### config.mk
export PLATFORM = sky130hd
export DESIGN_NAME = fetch_top
export DESIGN_NICKNAME = d
export VERILOG_FILES = /design/src/isa_pkg.sv /design/src/pipe_ctrl_pkg.sv /design/src/pc_reg.sv /design/src/fetch_port.sv /design/src/if_id.sv /design/src/pipe_ctrl.sv /design/src/branch_resolve.sv /design/src/fetch_top.sv
export VERILOG_INCLUDE_DIRS = /design/src /design/src/src
export SDC_FILE = /design/constraint.sdc
export NUM_CORES = 1
export LEC_CHECK = 0
export BUFFER_PORTS_ARGS = -buffer_cell sky130_fd_sc_hd__buf_4
export CAP_MARGIN = 25
export CORE_MARGIN = 1
export CORE_UTILIZATION = 30
export DETAILED_ROUTE_END_ITERATION = 6
export HOLD_SLACK_MARGIN = 0.08
export SLEW_MARGIN = 5
export SYNTH_ARGS = -nofsm -noshare
export SYNTH_HDL_FRONTEND = slang
export SYNTH_SLANG_ARGS = --single-unit
### constraint.sdc
create_clock -name clk -period 6.8 [get_ports clk]
set_input_delay 0.34 -clock clk [delete_from_list [all_inputs] [get_ports clk]]
set_output_delay 0.34 -clock clk [all_outputs]
set_load 0.02 [all_outputs]
### src/fetch_defs.svh
// widths are fixed at 32 bits; branch target math and the memory model rely on that
`ifndef FETCH_DEFS_SVH
`define FETCH_DEFS_SVH

// instruction word width
`define INST_W 32

// byte address width
`define ADDR_W 32

// first fetch address out of reset
`define RESET_VECTOR 32'h0000_0000

// flush target
// also used for jr since register values are not read
`define EXC_VECTOR 32'h0000_0180

// one bit per stage from pc up to wb
`define STALL_W 6

`endif

### src/isa_pkg.sv
// only the opcodes the fetch front end reacts to are named; all others decode as OP_OTHER
`include "fetch_defs.svh"

package isa_pkg;

    // one fetched instruction word
    typedef logic [`INST_W-1:0] inst_t;

    // one byte address
    typedef logic [`ADDR_W-1:0] addr_t;

    // major opcode field, bits 31:26
    typedef enum logic [5:0]
    {
        OP_SPECIAL = 6'h00,
        OP_J       = 6'h02,
        OP_JAL     = 6'h03,
        OP_BEQ     = 6'h04,
        OP_BNE     = 6'h05,
        // stands for every opcode not listed above
        OP_OTHER   = 6'h3f
    } opcode_e;

    // function field under OP_SPECIAL
    // jr is the only one that moves the pc here
    typedef enum logic [5:0]
    {
        FN_JR = 6'h08
    } funct_e;

endpackage

### src/pipe_ctrl_pkg.sv
// stall bits are ordered from the pc stage at bit 0 up to writeback at bit 5
`include "fetch_defs.svh"

package pipe_ctrl_pkg;

    // set bit holds that stage
    typedef logic [`STALL_W-1:0] stall_vec_t;

    // bit positions inside stall_vec_t
    typedef enum logic [2:0]
    {
        STG_PC  = 3'd0,
        STG_IF  = 3'd1,
        STG_ID  = 3'd2,
        STG_EX  = 3'd3,
        STG_MEM = 3'd4,
        STG_WB  = 3'd5
    } stage_e;

endpackage

### src/pc_reg.sv
// flush overrides any redirect; a branch target is loaded only while the fetch port is idle
`include "fetch_defs.svh"

module pc_reg
(
    input  logic                      clk,
    input  logic                      reset,
    input  logic                      flush,
    input  pipe_ctrl_pkg::stall_vec_t stall,
    input  logic                      pc_ready,
    input  logic                      full,
    input  logic                      branch_flag,
    input  isa_pkg::addr_t            branch_target,
    output isa_pkg::addr_t            pc,
    output logic                      pc_take
);
    import pipe_ctrl_pkg::*;

    logic redirect;

    // port idle means the delay slot read of the branch in decode is back
    assign redirect = branch_flag && pc_ready;

    // accept strobe for the fetch port
    // a parked word holds fetch back until it has moved into decode
    // no sequential fetch in a redirect cycle, the target goes next
    assign pc_take = pc_ready
                   && !stall[STG_PC]
                   && !full
                   && !redirect
                   && !flush;

    always_ff @(posedge clk)
    begin
        if (reset)
        begin
            pc <= `RESET_VECTOR;
        end
        else if (flush)
        begin
            // exception entry
            pc <= `EXC_VECTOR;
        end
        else if (redirect)
        begin
            // held branch may repeat this, same target every time
            pc <= branch_target;
        end
        else if (pc_take)
        begin
            pc <= pc + `ADDR_W'(4);
        end
    end

endmodule

### src/fetch_port.sv
// one read in flight; memory must answer every request, a flushed read is waited for and dropped
module fetch_port
(
    input  logic           clk,
    input  logic           reset,
    input  logic           flush,
    input  logic           pc_take,
    input  isa_pkg::addr_t pc,
    output logic           mem_req,
    output isa_pkg::addr_t mem_addr,
    input  logic           mem_rvalid,
    input  isa_pkg::inst_t mem_rdata,
    output logic           inst_valid,
    output logic           pc_ready,
    output isa_pkg::addr_t if_pc,
    output isa_pkg::inst_t if_inst
);
    import isa_pkg::*;

    typedef enum logic [1:0]
    {
        IDLE,
        REQ,
        WAIT,
        DROP
    } state_e;

    state_e state;
    state_e state_next;

    // address of the read in flight
    addr_t addr_q;

    always_comb
    begin
        state_next = state;
        case (state)
            IDLE:
                if (pc_take)
                    state_next = REQ;
            REQ:
                // request leaves this cycle either way
                state_next = flush ? DROP : WAIT;
            WAIT:
                if (mem_rvalid)
                    state_next = IDLE;
                else if (flush)
                    state_next = DROP;
            DROP:
                // swallow the stale response
                if (mem_rvalid)
                    state_next = IDLE;
            default:
                state_next = IDLE;
        endcase
    end

    always_ff @(posedge clk)
    begin
        if (reset)
        begin
            state      <= IDLE;
            inst_valid <= 1'b0;
        end
        else
        begin
            state      <= state_next;
            // one cycle pulse, one cycle after the memory answers
            inst_valid <= (state == WAIT) && mem_rvalid && !flush;
        end
    end

    // address and returned word
    always_ff @(posedge clk)
    begin
        if (state == IDLE && pc_take)
            addr_q <= pc;
        if (state == WAIT && mem_rvalid)
        begin
            if_inst <= mem_rdata;
            if_pc   <= addr_q;
        end
    end

    assign mem_req  = (state == REQ);
    assign mem_addr = addr_q;

    // idle port takes a new address, or lets a pending redirect through
    assign pc_ready = (state == IDLE);

endmodule

### src/if_id.sv
// one save slot only; the IF and ID stall bits are expected to rise and fall together
module if_id
(
    input  logic                      clk,
    input  logic                      reset,
    input  logic                      flush,
    input  pipe_ctrl_pkg::stall_vec_t stall,
    input  isa_pkg::addr_t            if_pc,
    input  isa_pkg::inst_t            if_inst,
    input  logic                      inst_valid,
    input  logic                      pc_ready,
    input  logic                      branch_flag,
    input  logic                      id_next_in_delay_slot,
    output isa_pkg::addr_t            id_pc,
    output isa_pkg::inst_t            id_inst,
    output logic                      id_in_delay_slot,
    output logic                      full,
    output logic                      stallreq_for_ex
);
    import isa_pkg::*;
    import pipe_ctrl_pkg::*;

    // fetch data is only meaningful with inst_valid
    addr_t if_pc_filtered;
    inst_t if_inst_filtered;

    // save slot
    addr_t saved_pc;
    inst_t saved_inst;
    logic  saved_ds;
    logic  saved;

    logic  inst_ready;
    logic  park;
    logic  release_slot;

    assign if_pc_filtered   = inst_valid ? if_pc : '0;
    assign if_inst_filtered = inst_valid ? if_inst : '0;

    // decode moves and nothing is parked
    assign inst_ready = !saved && !stall[STG_ID];

    // word arrives while fetch and decode both hold
    assign park = inst_valid && stall[STG_IF] && stall[STG_ID];

    // decode moves again with a parked word
    // the parked word goes first
    assign release_slot = saved && !stall[STG_ID];

    always_ff @(posedge clk)
    begin
        if (reset || flush)
        begin
            id_pc            <= '0;
            id_inst          <= '0;
            id_in_delay_slot <= 1'b0;
        end
        else if (release_slot)
        begin
            id_pc            <= saved_pc;
            id_inst          <= saved_inst;
            id_in_delay_slot <= saved_ds;
        end
        else if (inst_ready)
        begin
            // zeros when fetch has nothing, i.e. a bubble
            id_pc            <= if_pc_filtered;
            id_inst          <= if_inst_filtered;
            // branch still in decode marks the word that follows it
            id_in_delay_slot <= inst_valid && id_next_in_delay_slot;
        end
        // otherwise decode holds
    end

    // slot occupancy
    always_ff @(posedge clk)
    begin
        if (reset || flush)
            saved <= 1'b0;
        else if (park)
            saved <= 1'b1;
        else if (release_slot)
            saved <= 1'b0;
    end

    // slot payload, delay slot flag travels with the word
    always_ff @(posedge clk)
    begin
        if (park)
        begin
            saved_pc   <= if_pc;
            saved_inst <= if_inst;
            saved_ds   <= id_next_in_delay_slot;
        end
    end

    // pc side stops fetching while this is high
    assign full = saved;

    // branch in decode waits until its delay slot read is back
    // holds decode and ex so the branch stays visible to the pc
    assign stallreq_for_ex = branch_flag && !pc_ready;

endmodule

### src/pipe_ctrl.sv
// only two stall sources exist here; mem and wb bits are never set
module pipe_ctrl
(
    input  logic                      decode_stall,
    input  logic                      stallreq_for_ex,
    output pipe_ctrl_pkg::stall_vec_t stall
);
    import pipe_ctrl_pkg::*;

    always_comb
    begin
        // later stages keep running
        stall = '0;
        if (stallreq_for_ex)
        begin
            // deeper request, holds ex as well
            stall[STG_PC] = 1'b1;
            stall[STG_IF] = 1'b1;
            stall[STG_ID] = 1'b1;
            stall[STG_EX] = 1'b1;
        end
        else if (decode_stall)
        begin
            // everything up to and including decode
            stall[STG_PC] = 1'b1;
            stall[STG_IF] = 1'b1;
            stall[STG_ID] = 1'b1;
        end
    end

endmodule

### src/branch_resolve.sv
// registers are not read, so rs and rt numbers stand in for their values and jr targets EXC_VECTOR
`include "fetch_defs.svh"

module branch_resolve
(
    input  isa_pkg::addr_t id_pc,
    input  isa_pkg::inst_t id_inst,
    output logic           branch_flag,
    output logic           next_in_delay_slot,
    output isa_pkg::addr_t branch_target
);
    import isa_pkg::*;

    opcode_e     op;
    logic [4:0]  rs;
    logic [4:0]  rt;
    logic [5:0]  funct;
    logic [15:0] imm;
    logic [25:0] index;
    addr_t       pc_plus4;
    addr_t       pc_plus8;
    addr_t       br_target;
    addr_t       jmp_target;

    // instruction fields
    assign rs    = id_inst[25:21];
    assign rt    = id_inst[20:16];
    assign funct = id_inst[5:0];
    assign imm   = id_inst[15:0];
    assign index = id_inst[25:0];

    assign pc_plus4 = id_pc + `ADDR_W'(4);
    // fall through past the delay slot
    assign pc_plus8 = id_pc + `ADDR_W'(8);

    // conditional branch, word offset from the delay slot
    assign br_target  = pc_plus4 + {{14{imm[15]}}, imm, 2'b00};
    // jump inside the current 256 MB region
    assign jmp_target = {pc_plus4[31:28], index, 2'b00};

    always_comb
    begin
        case (id_inst[31:26])
            OP_SPECIAL: op = OP_SPECIAL;
            OP_J:       op = OP_J;
            OP_JAL:     op = OP_JAL;
            OP_BEQ:     op = OP_BEQ;
            OP_BNE:     op = OP_BNE;
            default:    op = OP_OTHER;
        endcase
    end

    // a zero word is special sll, never a transfer
    always_comb
    begin
        branch_flag   = 1'b0;
        branch_target = pc_plus8;
        case (op)
            OP_J, OP_JAL:
            begin
                branch_flag   = 1'b1;
                branch_target = jmp_target;
            end
            OP_BEQ:
            begin
                branch_flag = 1'b1;
                if (rs == rt)
                    branch_target = br_target;
            end
            OP_BNE:
            begin
                branch_flag = 1'b1;
                if (rs != rt)
                    branch_target = br_target;
            end
            OP_SPECIAL:
                if (funct == FN_JR)
                begin
                    branch_flag   = 1'b1;
                    branch_target = `EXC_VECTOR;
                end
            default:
                branch_flag = 1'b0;
        endcase
    end

    // taken or not, every transfer has a delay slot
    assign next_in_delay_slot = branch_flag;

endmodule

### src/fetch_top.sv
// memory must answer every request exactly once, including one issued just before a flush
module fetch_top
(
    input  logic           clk,
    input  logic           reset,
    input  logic           flush,
    input  logic           decode_stall,
    input  logic           mem_rvalid,
    input  isa_pkg::inst_t mem_rdata,
    output logic           mem_req,
    output isa_pkg::addr_t mem_addr,
    output isa_pkg::addr_t id_pc,
    output isa_pkg::inst_t id_inst,
    output logic           id_in_delay_slot
);
    import isa_pkg::*;
    import pipe_ctrl_pkg::*;

    // pc side
    addr_t      pc;
    logic       pc_take;
    logic       pc_ready;
    // fetch to if_id
    logic       inst_valid;
    addr_t      if_pc;
    inst_t      if_inst;
    logic       full;
    // decode and stall control
    stall_vec_t stall;
    logic       stallreq_for_ex;
    logic       branch_flag;
    addr_t      branch_target;
    logic       id_next_in_delay_slot;

    pc_reg i_pc_reg
    (
        .clk           (clk),
        .reset         (reset),
        .flush         (flush),
        .stall         (stall),
        .pc_ready      (pc_ready),
        .full          (full),
        .branch_flag   (branch_flag),
        .branch_target (branch_target),
        .pc            (pc),
        .pc_take       (pc_take)
    );

    fetch_port i_fetch_port
    (
        .clk        (clk),
        .reset      (reset),
        .flush      (flush),
        .pc_take    (pc_take),
        .pc         (pc),
        .mem_req    (mem_req),
        .mem_addr   (mem_addr),
        .mem_rvalid (mem_rvalid),
        .mem_rdata  (mem_rdata),
        .inst_valid (inst_valid),
        .pc_ready   (pc_ready),
        .if_pc      (if_pc),
        .if_inst    (if_inst)
    );

    if_id i_if_id
    (
        .clk                   (clk),
        .reset                 (reset),
        .flush                 (flush),
        .stall                 (stall),
        .if_pc                 (if_pc),
        .if_inst               (if_inst),
        .inst_valid            (inst_valid),
        .pc_ready              (pc_ready),
        .branch_flag           (branch_flag),
        .id_next_in_delay_slot (id_next_in_delay_slot),
        .id_pc                 (id_pc),
        .id_inst               (id_inst),
        .id_in_delay_slot      (id_in_delay_slot),
        .full                  (full),
        .stallreq_for_ex       (stallreq_for_ex)
    );

    pipe_ctrl i_pipe_ctrl
    (
        .decode_stall    (decode_stall),
        .stallreq_for_ex (stallreq_for_ex),
        .stall           (stall)
    );

    branch_resolve i_branch_resolve
    (
        .id_pc              (id_pc),
        .id_inst            (id_inst),
        .branch_flag        (branch_flag),
        .next_in_delay_slot (id_next_in_delay_slot),
        .branch_target      (branch_target)
    );

endmodule

* Yosys cells after proc, flatten, opt, wreduce, memory -nomap -nowiden
Cells that the tools add are included.
Word-level totals: register bits after elaboration 262, input bits 37, logic and storage cells 95
Operators by class: add/subtract/negate cells 4, equality and inequality tests 17, mux-type cells 28, reduce and logical (&&, ||, !) cells 32
Operators with widths (number):
- 32-bit two-way mux | 11
- 32-bit case mux with 4 select lines | 1
- 32-bit by 3-bit adder with 32-bit output (second input constant) | 2
- 32-bit adder | 1
- 32-bit by 4-bit adder with 32-bit output (second input constant) | 1
- 6-bit case mux with 5 select lines | 1
- 6-bit by 2-bit == test with 1-bit output (second input constant) | 4
- 6-bit by 3-bit == test with 1-bit output (second input constant) | 4
- 1-bit logical AND | 14
- 6-bit logical NOT | 2
- 9-bit two-way mux | 1
- 2-bit two-way mux | 4
- 2-bit case mux with 4 select lines | 1
- 6-bit by 4-bit == test with 1-bit output (second input constant) | 1
- 1-bit logical NOT | 6
- 1-bit two-way mux | 6
- 3-bit two-way mux | 2
- 2-bit nonzero test | 3
- 5-bit == test | 1
- 5-bit != test | 1
- 2-bit == test (second input constant) | 2
- 2-bit != test (second input constant) | 2
- 2-bit OR reduction | 2
- 4-bit OR reduction | 1
- other kinds (7) | 7

* Longest topological paths before layout
Gate-level depths: netlist of run 1.
depth in word-level cells 15, depth in mapped cells 17

* Hierarchy
A second synthesis of run 1 with hierarchy kept.
Unflattened totals: cells, all modules 1256, area total of the unflattened synthesis 13329.0 um^2
Modules (own cells, without submodules):
- if_id | times used 1, cells each 433, area each 5177.5 um^2, sequential area each 3273.1 um^2
- branch_resolve | times used 1, cells each 460, area each 3188.1 um^2, sequential area each 0.0 um^2
- fetch_port | times used 1, cells each 111, area each 3015.4 um^2, sequential area each 2942.8 um^2
- pc_reg | times used 1, cells each 245, area each 1900.6 um^2, sequential area each 640.6 um^2
- pipe_ctrl | times used 1, cells each 7, area each 47.5 um^2, sequential area each 0.0 um^2

* Least setup slack after synthesis of run 1
OpenSTA, ideal clock, no wires.
kind reg2reg, start register i_if_id.id_inst[31], end register i_if_id.saved_ds, enable pin, setup time 0.496 ns, arrival time 5.712 ns, required time 6.304 ns, setup slack 0.592 ns, stages on the path, launching flop included 11, buffers on the path 2, period minus slack after synthesis 6.208 ns, cells stage by stage dfxtp_1 or3_1 or3b_2 ha_1 o41a_1 o32ai_1 a41o_1 a21oi_1 clkbuf_1 clkbuf_1 nor2b_1
On the way: cells in the longest elaborated chain, start to end 9, elaborated cells between the ends (all ways) 17, classes of those cells eq/ne: 8; mux: 3; reduce/logical: 6
RTL lines:
- start: declaration | line if_id.sv:15 | output isa_pkg::inst_t id_inst,
- start signal: assignment | line if_id.sv:61 | id_inst <= saved_inst;
- start signal: assignment | line if_id.sv:68 | id_inst <= if_inst_filtered;
- 6-bit by 3-bit == test with 1-bit output (tied with other cells) | line branch_resolve.sv:43 | case (id_inst[31:26])
- 6-bit case mux with 5 select lines * | line branch_resolve.sv:43
- 6-bit by 2-bit == test with 1-bit output or 6-bit by 3-bit == test with 1-bit output (tied branches) | line branch_resolve.sv:58 | case (op)
- 4-bit OR reduction (no source line)
- 1-bit case mux with 2 select lines * | line branch_resolve.sv:58
- named net branch_flag | line fetch_top.sv:31 | logic branch_flag;
- 1-bit logical AND * | line if_id.sv:102 | assign stallreq_for_ex = branch_flag && !pc_ready;
- 3-bit two-way mux * | line pipe_ctrl.sv:14 | if (stallreq_for_ex)
- 1-bit logical AND | line if_id.sv:44 | assign park = inst_valid && stall[STG_IF] && stall[STG_ID];
- 1-bit logical AND * | line if_id.sv:44
- named net i_if_id.park | line if_id.sv:34 | logic park;
- end signal: assignment | line if_id.sv:93 | saved_ds <= id_next_in_delay_slot;
- end: declaration | line if_id.sv:30 | logic saved_ds;
Mark *: on every way through the listed nets, which the timed path passes. The rest lies on a longest branch. A chain may end at the register's enable or synchronous reset.

* Worst setup path in the final report of run 1
start register i_if_id.id_pc[2], end register i_pc_reg.pc[29]
On the way: cells in the longest elaborated chain, start to end 5, elaborated cells between the ends (all ways) 8, classes of those cells add/sub: 3; mux: 5
RTL lines:
- start: declaration | line if_id.sv:14 | output isa_pkg::addr_t id_pc,
- start signal: assignment | line if_id.sv:60 | id_pc <= saved_pc;
- start signal: assignment | line if_id.sv:67 | id_pc <= if_pc_filtered;
- 32-bit by 3-bit adder with 32-bit output | line branch_resolve.sv:32 | assign pc_plus4 = id_pc + `ADDR_W'(4);
- 32-bit adder | line branch_resolve.sv:37 | assign br_target = pc_plus4 + {{14{imm[15]}}, imm, 2'b00};
- 32-bit two-way mux (on tied branches) | line branch_resolve.sv:73, branch_resolve.sv:67
- 32-bit case mux with 4 select lines * | line branch_resolve.sv:58
- 32-bit two-way mux * | line pc_reg.sv:44 | else if (redirect)
- end signal: assignment | line pc_reg.sv:42 | pc <= `EXC_VECTOR;
- end signal: assignment | line pc_reg.sv:47 | pc <= branch_target;
- end signal: assignment | line pc_reg.sv:51 | pc <= pc + `ADDR_W'(4);
- end: declaration | line pc_reg.sv:14 | output isa_pkg::addr_t pc,
Mark *: on every way between the ends. The rest lies on a longest branch, timed or not.

==> flow_results.org, run 1 <==
** Detailed routing
- For this run, the detailed router's first-pass iteration total came to 7.
- Aggregate routed wire length :: 37.3 mm
- Detailed routing inserted a total of 9832 vias.
- Dividing the detail-routed wire length by the instance count gives 19.8 µm.
- Drt first-iter violations :: 756
- Remaining number of nets flagged by the antenna check after routing :: 0
- After detailed routing, the number of remaining DRC violations is 8.
- Using the TritonRoute via totals, the vias-per-cell ratio works out to approximately 5.2.

** Yosys
- For this run, the register share of the synthesized area comes to 54.4%.
- Syn Nets :: 1261
- In this run, synthesis produced a sequential element count of between 200 and 300.
- Leading area contributor after synthesis :: sky130_fd_sc_hd__edfxtp_1
- Area share of the largest cell type after synthesis :: 38.3%
- During synthesis, Yosys emitted a total of 0 warnings.
- Average cell area after synthesis :: between 10 and 15 µm²
- Synth top area cells :: sky130_fd_sc_hd__edfxtp_1 (38%), sky130_fd_sc_hd__dfxtp_1 (16%), sky130_fd_sc_hd__a211oi_1 (5.2%)
- Post-synthesis async set-or-reset flop share :: 0%
- Gate Count Post-Synth :: roughly 1200
- Number of flops mapped to enable cells by yosys :: 161
- Yosys mapped the design onto between 60 and 70 distinct sky130hd cell types.
- Prevailing post-synth register cell :: sky130_fd_sc_hd__edfxtp_1
- Post-Syn Area :: 12600 µm²

** Run status
- The run finished, with violations left.
- Failing checks :: DRC

** Timing
- Hold Vio Cnt, Final :: 0
- For the final routed database, the setup TNS stands at 0 ns.
- After layout, the worst path uses 73.0% of the clock period.
- The worst pin sits at a relative slew slack of around a third.
- Fmax :: slightly above 200 MHz
- Hold timing on the final database bottoms out at a slack of 0.125 ns.
- Actual slew at the worst max-slew pin :: 0.988 ns
- The max-slew violation count is 0.
- Setup repair after global routing left no endpoint under its margin.
- Setup violations remaining at the end of the flow were counted as 0.
- Worst clock skew :: roughly 0.033 ns
- Time the final worst path needs with I/O delays and setup :: 4.96 ns

** Setup path
- CP endpoint kind :: flip-flop
- Along the worst path, the maximum fanout reaches 11.
- For the worst setup path, the data arrival time is around 5.5 ns.
- Data required time of the critical path :: about 7.3 ns
- Start of the worst register-to-register path :: i_if_id.id_pc[2]$_SDFFE_PP0P_
- Category of the worst setup path launch point :: flip-flop
- Startpoint of the worst setup timing path :: i_if_id.id_pc[2]$_SDFFE_PP0P_
- The worst setup path is of the reg -> reg kind.

** Clock network
- CTS saw 262 sinks.
- The number of setup buffers added after CTS is 0.
- Clock latency of the later-clocked register in the worst-skew pair :: 0.59 ns
- Buffers inserted during clock tree synthesis total 30.
- No sink is reached through more buffers than the 3 on the longest clock path.
- The root buffer cell chosen for the clock tree is sky130_fd_sc_hd__clkbuf_16.
- Clock transition at path regs :: 0.07 ns
- TritonCTS built the clock tree.
- In this run the number of H-tree levels came out at 1.

** Place
- The congestion estimate from routability-driven global placement came to about 0.9.
- Placement Cell Area :: between 10000 and 15000 µm²
- # port buffers :: approximately 130
- After legalization and detailed placement, the total HPWL measured 26.4 mm.

** Layout
- Cells fill between 30% and 40% of the core in the end.
- Non-Filler Cell Area, Final :: roughly 16000 µm²
- Multi-input gate area in the final layout :: 5450 µm²
- Layout overhead on the synthesized area :: 23.1%
- In the final layout, flip-flops and latches occupy around 6900 µm².
- The repair_antennas step left the layout with diodes totalling 0.
- Cells with a size suffix above 1 make up between 10% and 20% of the layout.
- After the last flow step, the layout net total stands at between 1000 and 1500.
- After filler insertion, the fill cell instance count of the layout stands at 4082.

** Flow run
- Across the run, the number of max-cap violations was 0.

** Pwr
- Total power divided by cell area :: between 200 and 250 nW/µm²
- For this design the total switching power over the nets is 0.000952 W.
- The analysis attributes to cell leakage a power of 5.64 nW.
- Of the total power, the share spent switching nets is between 20% and 30%.
- Peak supply drop :: 194 µV
- Of the total power, registers draw 47.6%.
- Clk network pwr share :: between 40% and 50%
- The internal power of the cells totals 0.00286 W.
- Comb pwr share :: 9.4%

** Floorplanning
- Row cnt :: 74
- Starting utilization of the core area :: 30.7%
- Ports :: 135
- Die Y-Extent :: 207 µm
- In this run the horizontal extent of the chip is roughly 210 µm.
- The core region is 41100 µm².
- The floorplan step defined a die boundary enclosing 42900 µm².

** GRT
- In the global route stage, overall resource usage came out at between 15 and 20%.
- Global-route wire length before repair :: 57.4 mm
- The via count of the first global-routing pass is 9491.
- Entering global routing, the biggest net connects 90 pins.
- The number of antenna violations at the first check in global routing was 0.
- After global routing the overflow that remains totals 0.

** Hold path
- Path type of the worst min-delay path :: in -> reg
- In this run the most critical hold path is launched from flush.
## logic make-up after synthesis
kind of cell	count (synthesis)	synth area share, %
fa+ha+maj	39	3.93
flops	262	54.4
simple gates	342	12.7
compound gates	347	19.0
buf+inv	91	2.74
xor+xnor	102	7.08
mux	2	0.159
## layout by cell type (no fill, tap or decap), types with 5 or more instances in the layout
| master | Yosys | layout |
|---|---|---|
| sky130_fd_sc_hd__buf_4 | 1 | 148 |
| sky130_fd_sc_hd__and4_1 | 6 | 6 |
| sky130_fd_sc_hd__nand2_1 | 77 | 77 |
| sky130_fd_sc_hd__nand4_1 | 21 | 21 |
| sky130_fd_sc_hd__o21ai_0 | 45 | 45 |
| sky130_fd_sc_hd__a21oi_1 | 65 | 64 |
| sky130_fd_sc_hd__clkinv_2 | 0 | 6 |
| sky130_fd_sc_hd__and3_1 | 11 | 11 |
| sky130_fd_sc_hd__a31oi_1 | 8 | 8 |
| sky130_fd_sc_hd__nor3_1 | 21 | 20 |
| sky130_fd_sc_hd__clkbuf_1 | 67 | 8 |
| sky130_fd_sc_hd__and2_1 | 7 | 7 |
| sky130_fd_sc_hd__xnor2_1 | 52 | 52 |
| sky130_fd_sc_hd__o21a_1 | 5 | 5 |
| sky130_fd_sc_hd__dfxtp_1 | 101 | 100 |
| sky130_fd_sc_hd__edfxtp_1 | 161 | 161 |
| sky130_fd_sc_hd__a211oi_1 | 88 | 88 |
| sky130_fd_sc_hd__ha_1 | 38 | 38 |
| sky130_fd_sc_hd__or3_1 | 6 | 6 |
| sky130_fd_sc_hd__a21o_1 | 15 | 15 |
| sky130_fd_sc_hd__nor2_1 | 132 | 131 |
| sky130_fd_sc_hd__xor2_1 | 50 | 50 |
| sky130_fd_sc_hd__clkbuf_16 | 0 | 30 |
| sky130_fd_sc_hd__nand3_1 | 23 | 23 |
| sky130_fd_sc_hd__inv_1 | 18 | 18 |
| sky130_fd_sc_hd__a22oi_1 | 69 | 69 |
| sky130_fd_sc_hd__nor4_1 | 8 | 8 |
| sky130_fd_sc_hd__nand2b_1 | 9 | 9 |
| sky130_fd_sc_hd__a221oi_1 | 8 | 8 |
| sky130_fd_sc_hd__dlygate4sd3_1 | 0 | 34 |
## timing repair
item,CTS,global route
gates resized for setup,0,0
setup endpoints to repair,0,0
hold buffers,34,0
hold endpoints to repair,37,0
## cell usage after synthesis, types with 3 or more instances
master and instances:
sky130_fd_sc_hd__a211oi_1 88, sky130_fd_sc_hd__a21boi_0 3, sky130_fd_sc_hd__a21o_1 15, sky130_fd_sc_hd__a21oi_1 65, sky130_fd_sc_hd__a221oi_1 8, sky130_fd_sc_hd__a222oi_1 4
sky130_fd_sc_hd__a22oi_1 69, sky130_fd_sc_hd__a31oi_1 8, sky130_fd_sc_hd__and2_1 7, sky130_fd_sc_hd__and3_1 11, sky130_fd_sc_hd__and4_1 6, sky130_fd_sc_hd__buf_1 3
sky130_fd_sc_hd__clkbuf_1 67, sky130_fd_sc_hd__dfxtp_1 101, sky130_fd_sc_hd__edfxtp_1 161, sky130_fd_sc_hd__ha_1 38, sky130_fd_sc_hd__inv_1 18, sky130_fd_sc_hd__nand2_1 77
sky130_fd_sc_hd__nand2b_1 9, sky130_fd_sc_hd__nand3_1 23, sky130_fd_sc_hd__nand3b_1 4, sky130_fd_sc_hd__nand4_1 21, sky130_fd_sc_hd__nor2_1 132, sky130_fd_sc_hd__nor2b_1 6
sky130_fd_sc_hd__nor3_1 21, sky130_fd_sc_hd__nor3b_1 3, sky130_fd_sc_hd__nor4_1 8, sky130_fd_sc_hd__o21a_1 5, sky130_fd_sc_hd__o21ai_0 45, sky130_fd_sc_hd__o21bai_1 4
sky130_fd_sc_hd__o221a_2 3, sky130_fd_sc_hd__o31ai_1 3, sky130_fd_sc_hd__o32ai_1 3, sky130_fd_sc_hd__or2_2 3, sky130_fd_sc_hd__or3_1 6, sky130_fd_sc_hd__xnor2_1 52
sky130_fd_sc_hd__xor2_1 50
## worst max-delay path: stages, from the launching register on
cell,delay [ns]
sky130_fd_sc_hd__dfxtp_1,0.61
sky130_fd_sc_hd__ha_1,0.26
sky130_fd_sc_hd__nand3_1,0.12
sky130_fd_sc_hd__or2_2,0.38
sky130_fd_sc_hd__nor3_1,0.67
sky130_fd_sc_hd__nand2_1,0.25
sky130_fd_sc_hd__nor2_1,0.18
sky130_fd_sc_hd__xor2_1,0.17
sky130_fd_sc_hd__ha_1,0.30
sky130_fd_sc_hd__a21oi_1,0.37
sky130_fd_sc_hd__nand2_1,0.12
sky130_fd_sc_hd__a2111oi_0,0.50
sky130_fd_sc_hd__a211oi_1,0.16
sky130_fd_sc_hd__a21oi_1,0.26
sky130_fd_sc_hd__o21ai_0,0.15
sky130_fd_sc_hd__xnor2_1,0.15
sky130_fd_sc_hd__a211oi_1,0.22
## final timing paths
kind	endpoint	slack, ns	cells after the start
worst max-delay path	i_pc_reg.pc[29]$_SDFFE_PP0P_	1.84	16
worst min-delay path	i_pc_reg.pc[8]$_SDFFE_PP0P_	0.13	3
worst max register to register	i_pc_reg.pc[29]$_SDFFE_PP0P_	1.84	16
worst min register to register	i_fetch_port.mem_addr[0]$_DFFE_PP_	0.44	0
## per-stage QoR
stage	total power [W]	setup WS [ns]	cells
2_1_floorplan	0.00204	0.592	1185
3_3_place_gp	0.00218	1.89	1794
3_5_place_dp	0.00219	1.88	1794
4_1_cts	0.00386	1.86	1884
5_1_grt	0.00395	1.29	1885
6_report	0.00381	1.84	1885
## final cells by class
cell class              count  share of cell area, %
flip-flops and latches    262                   44.2
well taps                 532                   4.29
clock buffers              38                   5.03
multi-input cells         832                   35.1
inverters                  20                  0.483
clock inverters            18                   1.49
repair buffers            183                   9.47
## routing by layer
metal  wire (µm)  GRT usage, %  share of wire [%]  up-vias
met5           0             0                  0        -
met4         700          3.60                1.9        0
met3        2210          3.46                5.9       44
met2       16200          26.1                 43      283
met1       18200          25.1                 49     4736
li1            -             -                  -     4769
## power groups by stage
stage                     Combinational (W)  Sequential (W)  Clock (W)
after CTS                          0.000362         0.00181    0.00168
after detailed placement           0.000345         0.00185          0
after floorplan                    0.000186         0.00185          0
after global routing               0.000394         0.00182    0.00174
after global placement             0.000341         0.00184          0
final                              0.000359         0.00181    0.00164
No activity file was read; power rests on OpenSTA's default activity.
==> run 2, diff against run 1 <==
Clock period 6.8 ns to 4.65 ns, I/O delays scaled along.
==> flow_results.org, run 2 (synthesized netlist as in run 1, its figures left out) <==
** Run status
- Status :: finished, violations left
- The checks that failed: DRC.

** Timing
- Time the final worst path needs with I/O delays and setup :: 4.26 ns
- Hold Vio Cnt, Final :: 0
- Worst hold margin :: 0.269 ns
- On the final layout, the worst clock skew is ~0.022 ns.
- Timing would allow up to 235 MHz.
- Setup total negative slack on the finished layout was measured at 0 ns.
- Setup repair after global routing left no endpoint under its margin.
- In this run the tightest slew margin relative to its limit is 37.6%.
- Post-route clock period utilization :: roughly nine tenths
- Endpoints failing setup :: 0
- For the pin with the worst max-slew slack, the measured transition is 0.929 ns.
- The max-slew violation count is 0.

** Pwr
- Peak supply drop :: about 290 µV
- In this run the static leakage power is 5.81 nW.
- The clock network accounts for 41.8% of the total power.
- Sw Share :: approximately a quarter
- Registers are responsible for 47.9% of the overall power.
- Per report_power, the combinational group accounts for 10.3% of the total.
- In this run the power spent charging and discharging nets is 0.00139 W.
- Cell-internal power :: 0.00411 W
- In this run the power density over the cells is 349 nW/µm².

** Place
- Buffers placed on the I/O ports in this run total 134.
- DPL Wire Length :: 28.1 mm
- Placement Cell Area :: 14400 µm²
- Weighted congestion reported at the end of routability-driven placement :: ~0.9
- Including well taps, the total number of placed cells is around 1800.

** Detailed routing
- For this run, design rule violations remaining after detail routing come to 6.
- In the routed layout, each cell is associated on average with a via count of around 5.2.
- Total via count after detailed routing :: 10000
- Drt first-iter violations :: 802
- Before antenna repair, the detailed router went through 7 iterations.
- After detailed routing, the total wire length is between 30 and 40 mm.
- In the detailed route, the total length drawn on met2 is 17.2 mm.
- Top routing layer in use :: met4
- Wire length on met3 :: 2.27 mm
- In the final routing, the length of wire on met1 measures 18.6 mm.
- Dividing the detail-routed wire length by the instance count gives 20.3 µm.
- Once detail routing completed, the nets flagged for antenna violations numbered 0.

** Setup path
- Data on the critical path arrives at its endpoint at 4.71 ns.
- On the worst path, the slowest cell contributes a delay of around 0.54 ns.
- Critical path destination :: i_pc_reg.pc[8]$_SDFFE_PP0P_
- The endpoint identified for the worst register-to-register timing path is i_pc_reg.pc[8]$_SDFFE_PP0P_.
- Category of the worst setup path launch point :: flip-flop
- Startpoint of the worst setup timing path :: i_if_id.id_inst[31]$_SDFFE_PP0P_
- The critical path contains buffers and inverters numbering 3 combined.
- Levels on crit path :: 13
- In this design, the largest share of critical-path delay is due to simple AND/OR/NAND/NOR gates.
- The signal on the critical path passes through or3_1 -> or3b_2 -> ha_1 -> o41a_1 -> o32ai_1 -> nand4_1 -> a21oi_1 -> buf_4 -> buf_4 -> o211ai_1 -> a21oi_1 -> nor2_1 -> dlygate4sd3_1.
- For this design, the slowest cell found on the critical path is sky130_fd_sc_hd__or3b_2.
- Worst reg2reg path depth :: 13
- Along the worst path, the maximum fanout reaches 19.
- Data on the critical path is required at its endpoint by 5.10 ns.
- STA classifies the critical path endpoint as a flip-flop.
- Reg2reg setup slack :: 0.39 ns
- Type of the worst setup path :: reg -> reg
- Start of the worst register-to-register path :: i_if_id.id_inst[31]$_SDFFE_PP0P_

** Clock network
- Library cell used as clock root buffer :: sky130_fd_sc_hd__clkbuf_16
- Bufs on Longest Clock Path :: 3
- Clock latency of the later-clocked register in the worst-skew pair :: 0.57 ns
- Counting the buffers created by CTS gives 29.
- Number of setup buffers added after CTS :: 0
- Clock transition at path regs :: 0.06 ns
- Number of clock sinks seen by CTS :: 262
- In this run the number of H-tree levels came out at 1.
- TritonCTS clock tree :: built

** Floorplanning
- Core Footprint :: 41100 µm²
- Ports :: 135
- Starting utilization of the core area :: 30.7%
- The floorplan step defined a die boundary enclosing approximately 43000 µm².
- The die is 207 µm wide.
- In this run the core area contains 74 standard-cell rows.
- Die Y-Extent :: a little over 200 µm

** Flow run
- Across the run, the number of max-cap violations was 0.

** Hold path
- The min-delay analysis places its worst path in the category in -> reg.
- In this run the most critical hold path is launched from decode_stall.

** Layout
- Layout overhead on the synthesized area :: 24.9%
- Once layout is done, the placed cells without fillers occupy 15800 µm².
- In the layout the commonest cells are sky130_fd_sc_hd__buf_4 (173), sky130_fd_sc_hd__edfxtp_1 (161), sky130_fd_sc_hd__nor2_1 (131).
- At the end of the flow, the number of nets in the layout was 1434.
- Leaving out fill and tap cells, the most frequent cell in the layout is sky130_fd_sc_hd__buf_4.
- The number of antenna diodes in the final layout is 0.
- Once layout is complete, the cells apart from fillers number ~1900.
- In the final layout, the share of cells above drive strength 1 is 17.8%.
- Summing all flip-flop and latch instances after layout gives 6860 µm².
- For this run, the share of the core covered by cells in the final layout is between 30% and 40%.
- The filler cells instantiated in the layout total 4081.
- Multi-input gate area in the final layout :: 5460 µm²

** GRT
- Via count of the first global-routing pass :: 9888
- Entering global routing, the biggest net connects 132 pins.
- Number of antenna violations at the first check in global routing :: 0
- Summed over all layers, the global routing overflow is 0.
- Global routing used 18.0% of the available tracks across all layers.
- Global-route wire length before repair :: 60.0 mm
==> run 2: changes by cell type in the layout (fill, tap and decap cells not counted), moves of 2 or more <==
cell	previous run	this run
sky130_fd_sc_hd__dlygate4sd3_1	34	36
sky130_fd_sc_hd__clkbuf_1	8	4
sky130_fd_sc_hd__buf_4	148	173
sky130_fd_sc_hd__clkbuf_8	0	3
sky130_fd_sc_hd__clkinv_2	6	9
sky130_fd_sc_hd__buf_12	1	4
sky130_fd_sc_hd__clkinvlp_4	4	0
sky130_fd_sc_hd__bufinv_16	4	2
sky130_fd_sc_hd__inv_6	1	4
==> run 2: per-stage QoR <==
| stage | worst slack [ns] | total power [W] |
|---|---|---|
| after global routing | 0.0447 | 0.00571 |
| after detailed placement | 0.357 | 0.00322 |
| after floorplan | 0.386 | 0.00298 |
| final | 0.392 | 0.00550 |
| after global placement | 0.423 | 0.00322 |
| after CTS | 0.279 | 0.00555 |
==> run 2: power groups by stage <==
stage               logic (W)  registers (W)  clock network (W)
finish               0.000565        0.00264            0.00230
detailed placement   0.000539        0.00269                  0
global placement     0.000534        0.00268                  0
floorplan            0.000273        0.00271                  0
CTS                  0.000565        0.00264            0.00235
global route         0.000618        0.00265            0.00245
==> run 2: repair_timing <==
item,4_1_cts,5_1_grt
endpoints found under the hold margin,37,0
resized for setup,0,2
endpoints found under the setup margin,0,2
hold buffers,36,0
==> run 2: final cells by class <==
type / count / area share (%)
flip-flops and latches: 262 / 43.5
inverters: 20 / 0.477
clock inverters: 17 / 0.969
multi-input cells: 832 / 34.6
repair buffers: 213 / 11.0
clock buffers: 37 / 5.12
well taps: 532 / 4.23
==> run 2: layer usage <==
layer  vias up  GRT usage, %
met4         0          4.30
met3        47          2.44
met5         -             0
li1       4831             -
met1      4820          26.1
met2       321          28.2
==> run 2: how the worst min path moves through the flow <==
| stage | cells past startpoint | end | slack [ns] |
|---|---|---|---|
| after floorplan | 1 | i_pc_reg.pc[7]$_SDFFE_PP0P_ | 0.30 |
| after global placement | 1 | i_fetch_port.if_inst[11]$_DFFE_PP_ | 0.41 |
| after detailed placement | 1 | i_fetch_port.if_inst[22]$_DFFE_PP_ | 0.41 |
| after CTS | 4 | i_if_id.full$_SDFFE_PP0P_ | 0.27 |
| after global routing | 4 | i_if_id.full$_SDFFE_PP0P_ | 0.31 |
| final | 4 | i_if_id.full$_SDFFE_PP0P_ | 0.27 |
==> run 2: worst min-delay path: stages <==
cell and delay, ns:
sky130_fd_sc_hd__buf_4 0.11, sky130_fd_sc_hd__a21oi_4 0.05, sky130_fd_sc_hd__buf_12 0.23, sky130_fd_sc_hd__nor2_1 0.16
==> run 3, diff against run 2 <==
Settings changed: SYNTH_HIERARCHICAL set to 1.
Clock period 4.65 ns to 4.25 ns, I/O delays scaled along.
==> flow_results.org, run 3 <==
** Run status
- The run finished, with violations left.
- The final reports fail on setup timing.

** Yosys
- Post-Syn Area :: 13300 µm²
- Synth warnings :: 6
- Each instance of the synthesized netlist takes up on average 10.6 µm².
- Counting every instance in the synthesized netlist gives 1252.
- When the netlist entered floorplanning its net count stood at 1329.

** Timing
- After layout, the worst path uses 102% of the clock period.
- Final Worst Setup Slack :: -0.0925 ns
- Derived from the worst setup path, the maximum achievable clock frequency is approximately 230 MHz.
- Time the final worst path needs with I/O delays and setup :: 4.34 ns
- Clock skew on the completed layout was measured at 0.0111 ns.
- The max-slew violation count came to 0.
- Setup repair after global routing missed its margin :: true
- Hold Vio Cnt, Final :: 0
- For the pin with the worst max-slew slack, the measured transition is 0.847 ns.
- Setup violations remaining at the end of the flow were counted as 2.
- Worst slew margin relative to its limit :: 43.4%

** Clock network
- Counting the buffers created by CTS gives 29.
- Clock latency of the later-clocked register in the worst-skew pair :: 0.56 ns
- Library cell used as clock root buffer :: sky130_fd_sc_hd__clkbuf_16
- Bufs on Longest Clock Path :: 3
- Clock transition at path regs :: 0.07 ns
- Number of clock sinks seen by CTS :: 262
- CTS built an H-tree with a depth of 1.
- TritonCTS clock tree :: built

** Place
- In this run the tool buffered the top-level ports with around 130 buffer cells.
- Detailed placement finished with a half-perimeter wire length of 31.0 mm.
- Weighted congestion reported at the end of routability-driven placement :: approximately 0.95

** Pwr
- Registers are responsible for 50.8% of the overall power.
- Comb pwr share :: 4.6%
- In this run switching power makes up 22.5% of total power.
- For this design the static power due to leakage is 6.03 nW.
- Power dissipated by switching net loads :: between 0.001 and 0.0015 W
- Total power divided by cell area :: 324 nW/µm²
- Across the VDD grid, the largest voltage drop is 235 µV.
- Clk network pwr share :: 44.6%
- Overall power consumption after layout is estimated at about 0.0055 W.
- Cell-internal power :: around 0.0042 W

** GRT
- Across every metal layer, demand over resource in global routing totals a little under a fifth.
- Global-route wire length before repair :: 64.1 mm
- Entering global routing, the biggest net connects 63 pins.
- Global route total overflow :: 0
- Number of antenna violations at the first check in global routing :: 0
- The via count of the first global-routing pass was around 10000.

** Floorplanning
- The die is 213 µm tall.
- Row cnt :: 76
- Area enclosed by the die boundary :: approximately 45000 µm²
- The die is 213 µm wide.
- In this run the standard cell core region covers 43400 µm².
- between 100 and 150 I/O pins were placed.
- Starting utilization of the core area :: a little under a third

** Setup path
- Worst reg2reg path depth :: 20
- The endpoint identified for the worst register-to-register timing path is i_pc_reg/pc[31]$_SDFFE_PP0P_.
- The worst setup path is of the reg -> reg kind.
- The worst setup path is launched from a flip-flop.
- Reg2reg setup slack :: -0.09 ns
- Start of the worst register-to-register path :: i_if_id/id_pc[13]$_SDFFE_PP0P_
- CP endpoint kind :: flip-flop
- Data required time of the critical path :: about 4.7 ns
- Maximum fanout encountered on the critical timing path :: 2
- For the worst setup path, the data arrival time is ~4.8 ns.

** Layout
- Of the cells placed in the final design, the portion with a size suffix greater than 1 is 24.8%.
- Final nets :: 1547
- Commonest non-fill, non-tap cell in the layout :: sky130_fd_sc_hd__buf_4
- Relative to the synthesized area, the layout overhead comes to 26.8%.
- Fraction of the core area covered by cells at the end of the flow :: 38.9%
- Commonest cells after routing, fill and taps aside :: sky130_fd_sc_hd__buf_4 (213), sky130_fd_sc_hd__edfxtp_1 (161), sky130_fd_sc_hd__nand2_1 (156)
- Fill cells in the final layout number 4339.
- The number of antenna diodes in the final layout is 0.

** Detailed routing
- Remaining number of nets flagged by the antenna check after routing :: 0
- Average routed wire per standard cell :: 20.6 µm
- Across all layers, the routed design uses between 10000 and 15000 vias.
- Drt first-iter violations :: 954
- Via-per-instance ratio :: 5.18
- Aggregate routed wire length :: 42.9 mm
- Number of search-and-repair iterations in the first detailed-routing pass :: 5
- In the routed design, unresolved DRC markers number 0.

** Hold path
- Worst Hold End :: i_if_id/full$_SDFFE_PP0P_
- Instance count along the most critical hold path :: 5
- The tightest min-delay check is of the in -> reg type.
- Origin of the worst min-delay path :: decode_stall

** Flow run
- The tool flagged a number of max-cap violations equal to 0.
-- run 3: power by group through the flow --
stage	combinational [W]	clock, W	sequential [W]
floorplan	0.0000901	0	0.00284
global placement	0.000226	0	0.00283
detailed placement	0.000227	0	0.00283
CTS	0.000256	0.00249	0.00278
global route	0.000271	0.00260	0.00278
finish	0.000252	0.00244	0.00277
-- run 3: worst max-delay path by stage --
stage                                         startpoint                      endpoint  slack [ns]  depth (start not counted)
after detailed placement  i_if_id/id_pc[13]$_SDFFE_PP0P_  i_pc_reg/pc[31]$_SDFFE_PP0P_       -0.14                         20
after CTS                 i_if_id/id_pc[14]$_SDFFE_PP0P_  i_pc_reg/pc[31]$_SDFFE_PP0P_      -0.001                         20
after global placement    i_if_id/id_pc[13]$_SDFFE_PP0P_  i_pc_reg/pc[31]$_SDFFE_PP0P_       -0.10                         20
final                     i_if_id/id_pc[13]$_SDFFE_PP0P_  i_pc_reg/pc[31]$_SDFFE_PP0P_       -0.09                         20
after global routing      i_if_id/id_pc[13]$_SDFFE_PP0P_  i_pc_reg/pc[31]$_SDFFE_PP0P_       -0.26                         20
after floorplan           i_if_id/id_pc[16]$_SDFFE_PP0P_  i_pc_reg/pc[31]$_SDFFE_PP0P_        0.08                         20
-- run 3: what timing repair did --
action	in CTS	in global routing
hold buffers	37	0
setup endpoints to repair	4	36
hold endpoints to repair	38	0
gates resized for setup	6	23
buffers inserted	1	2
pin swaps	5	20
-- run 3: worst max-delay path, stage by stage (launching register included) --
cell,delay (ns)
sky130_fd_sc_hd__dfxtp_2,0.34
sky130_fd_sc_hd__nand4_1,0.26
sky130_fd_sc_hd__nor2_2,0.22
sky130_fd_sc_hd__and3_4,0.20
sky130_fd_sc_hd__nand4_1,0.12
sky130_fd_sc_hd__or4_4,0.46
sky130_fd_sc_hd__nor2_4,0.12
sky130_fd_sc_hd__xor2_2,0.16
sky130_fd_sc_hd__ha_1,0.26
sky130_fd_sc_hd__a21o_1,0.18
sky130_fd_sc_hd__a21o_1,0.16
sky130_fd_sc_hd__a21oi_2,0.14
sky130_fd_sc_hd__nor2_1,0.07
sky130_fd_sc_hd__or2_4,0.22
sky130_fd_sc_hd__a211o_1,0.29
sky130_fd_sc_hd__a31oi_2,0.19
sky130_fd_sc_hd__xnor2_1,0.15
sky130_fd_sc_hd__o22ai_2,0.10
sky130_fd_sc_hd__a22oi_1,0.20
sky130_fd_sc_hd__nor2_1,0.07
sky130_fd_sc_hd__a311o_1,0.33
-- run 3: layout make-up --
| class | instances | area, µm² | share of cell area [%] |
|---|---|---|---|
| flip-flops and latches | 262 | 6870 | 40.7 |
| clock buffers | 36 | 792 | 4.70 |
| well taps | 585 | 732 | 4.34 |
| clock inverters | 18 | 130 | 0.772 |
| inverters | 22 | 87.6 | 0.519 |
| multi-input cells | 899 | 6170 | 36.6 |
| repair buffers | 256 | 2090 | 12.4 |
-- run 3: per-layer routing --
metal | up-vias | part of all wire (%) | track usage (%)
li1 | 5084 | - | -
met1 | 5302 | 46 | 26.4
met2 | 313 | 46 | 29.5
met3 | 66 | 5.5 | 2.66
met4 | 0 | 3.3 | 6.87
met5 | - | 0 | 0
-- run 3: through the flow --
stage	cell area, µm²	setup WS [ns]	instances	setup TNS (ns)	hold slack [ns]
5_1_grt	16900	-0.258	2078	-0.884	0.265
2_1_floorplan	13300	0.0827	1252	0	0.285
3_5_place_dp	15400	-0.144	1984	-0.283	0.392
3_3_place_gp	15400	-0.103	1984	-0.184	0.391
4_1_cts	16700	-0.00130	2076	-0.00130	0.241
6_report	16900	-0.0925	2078	-0.102	0.254
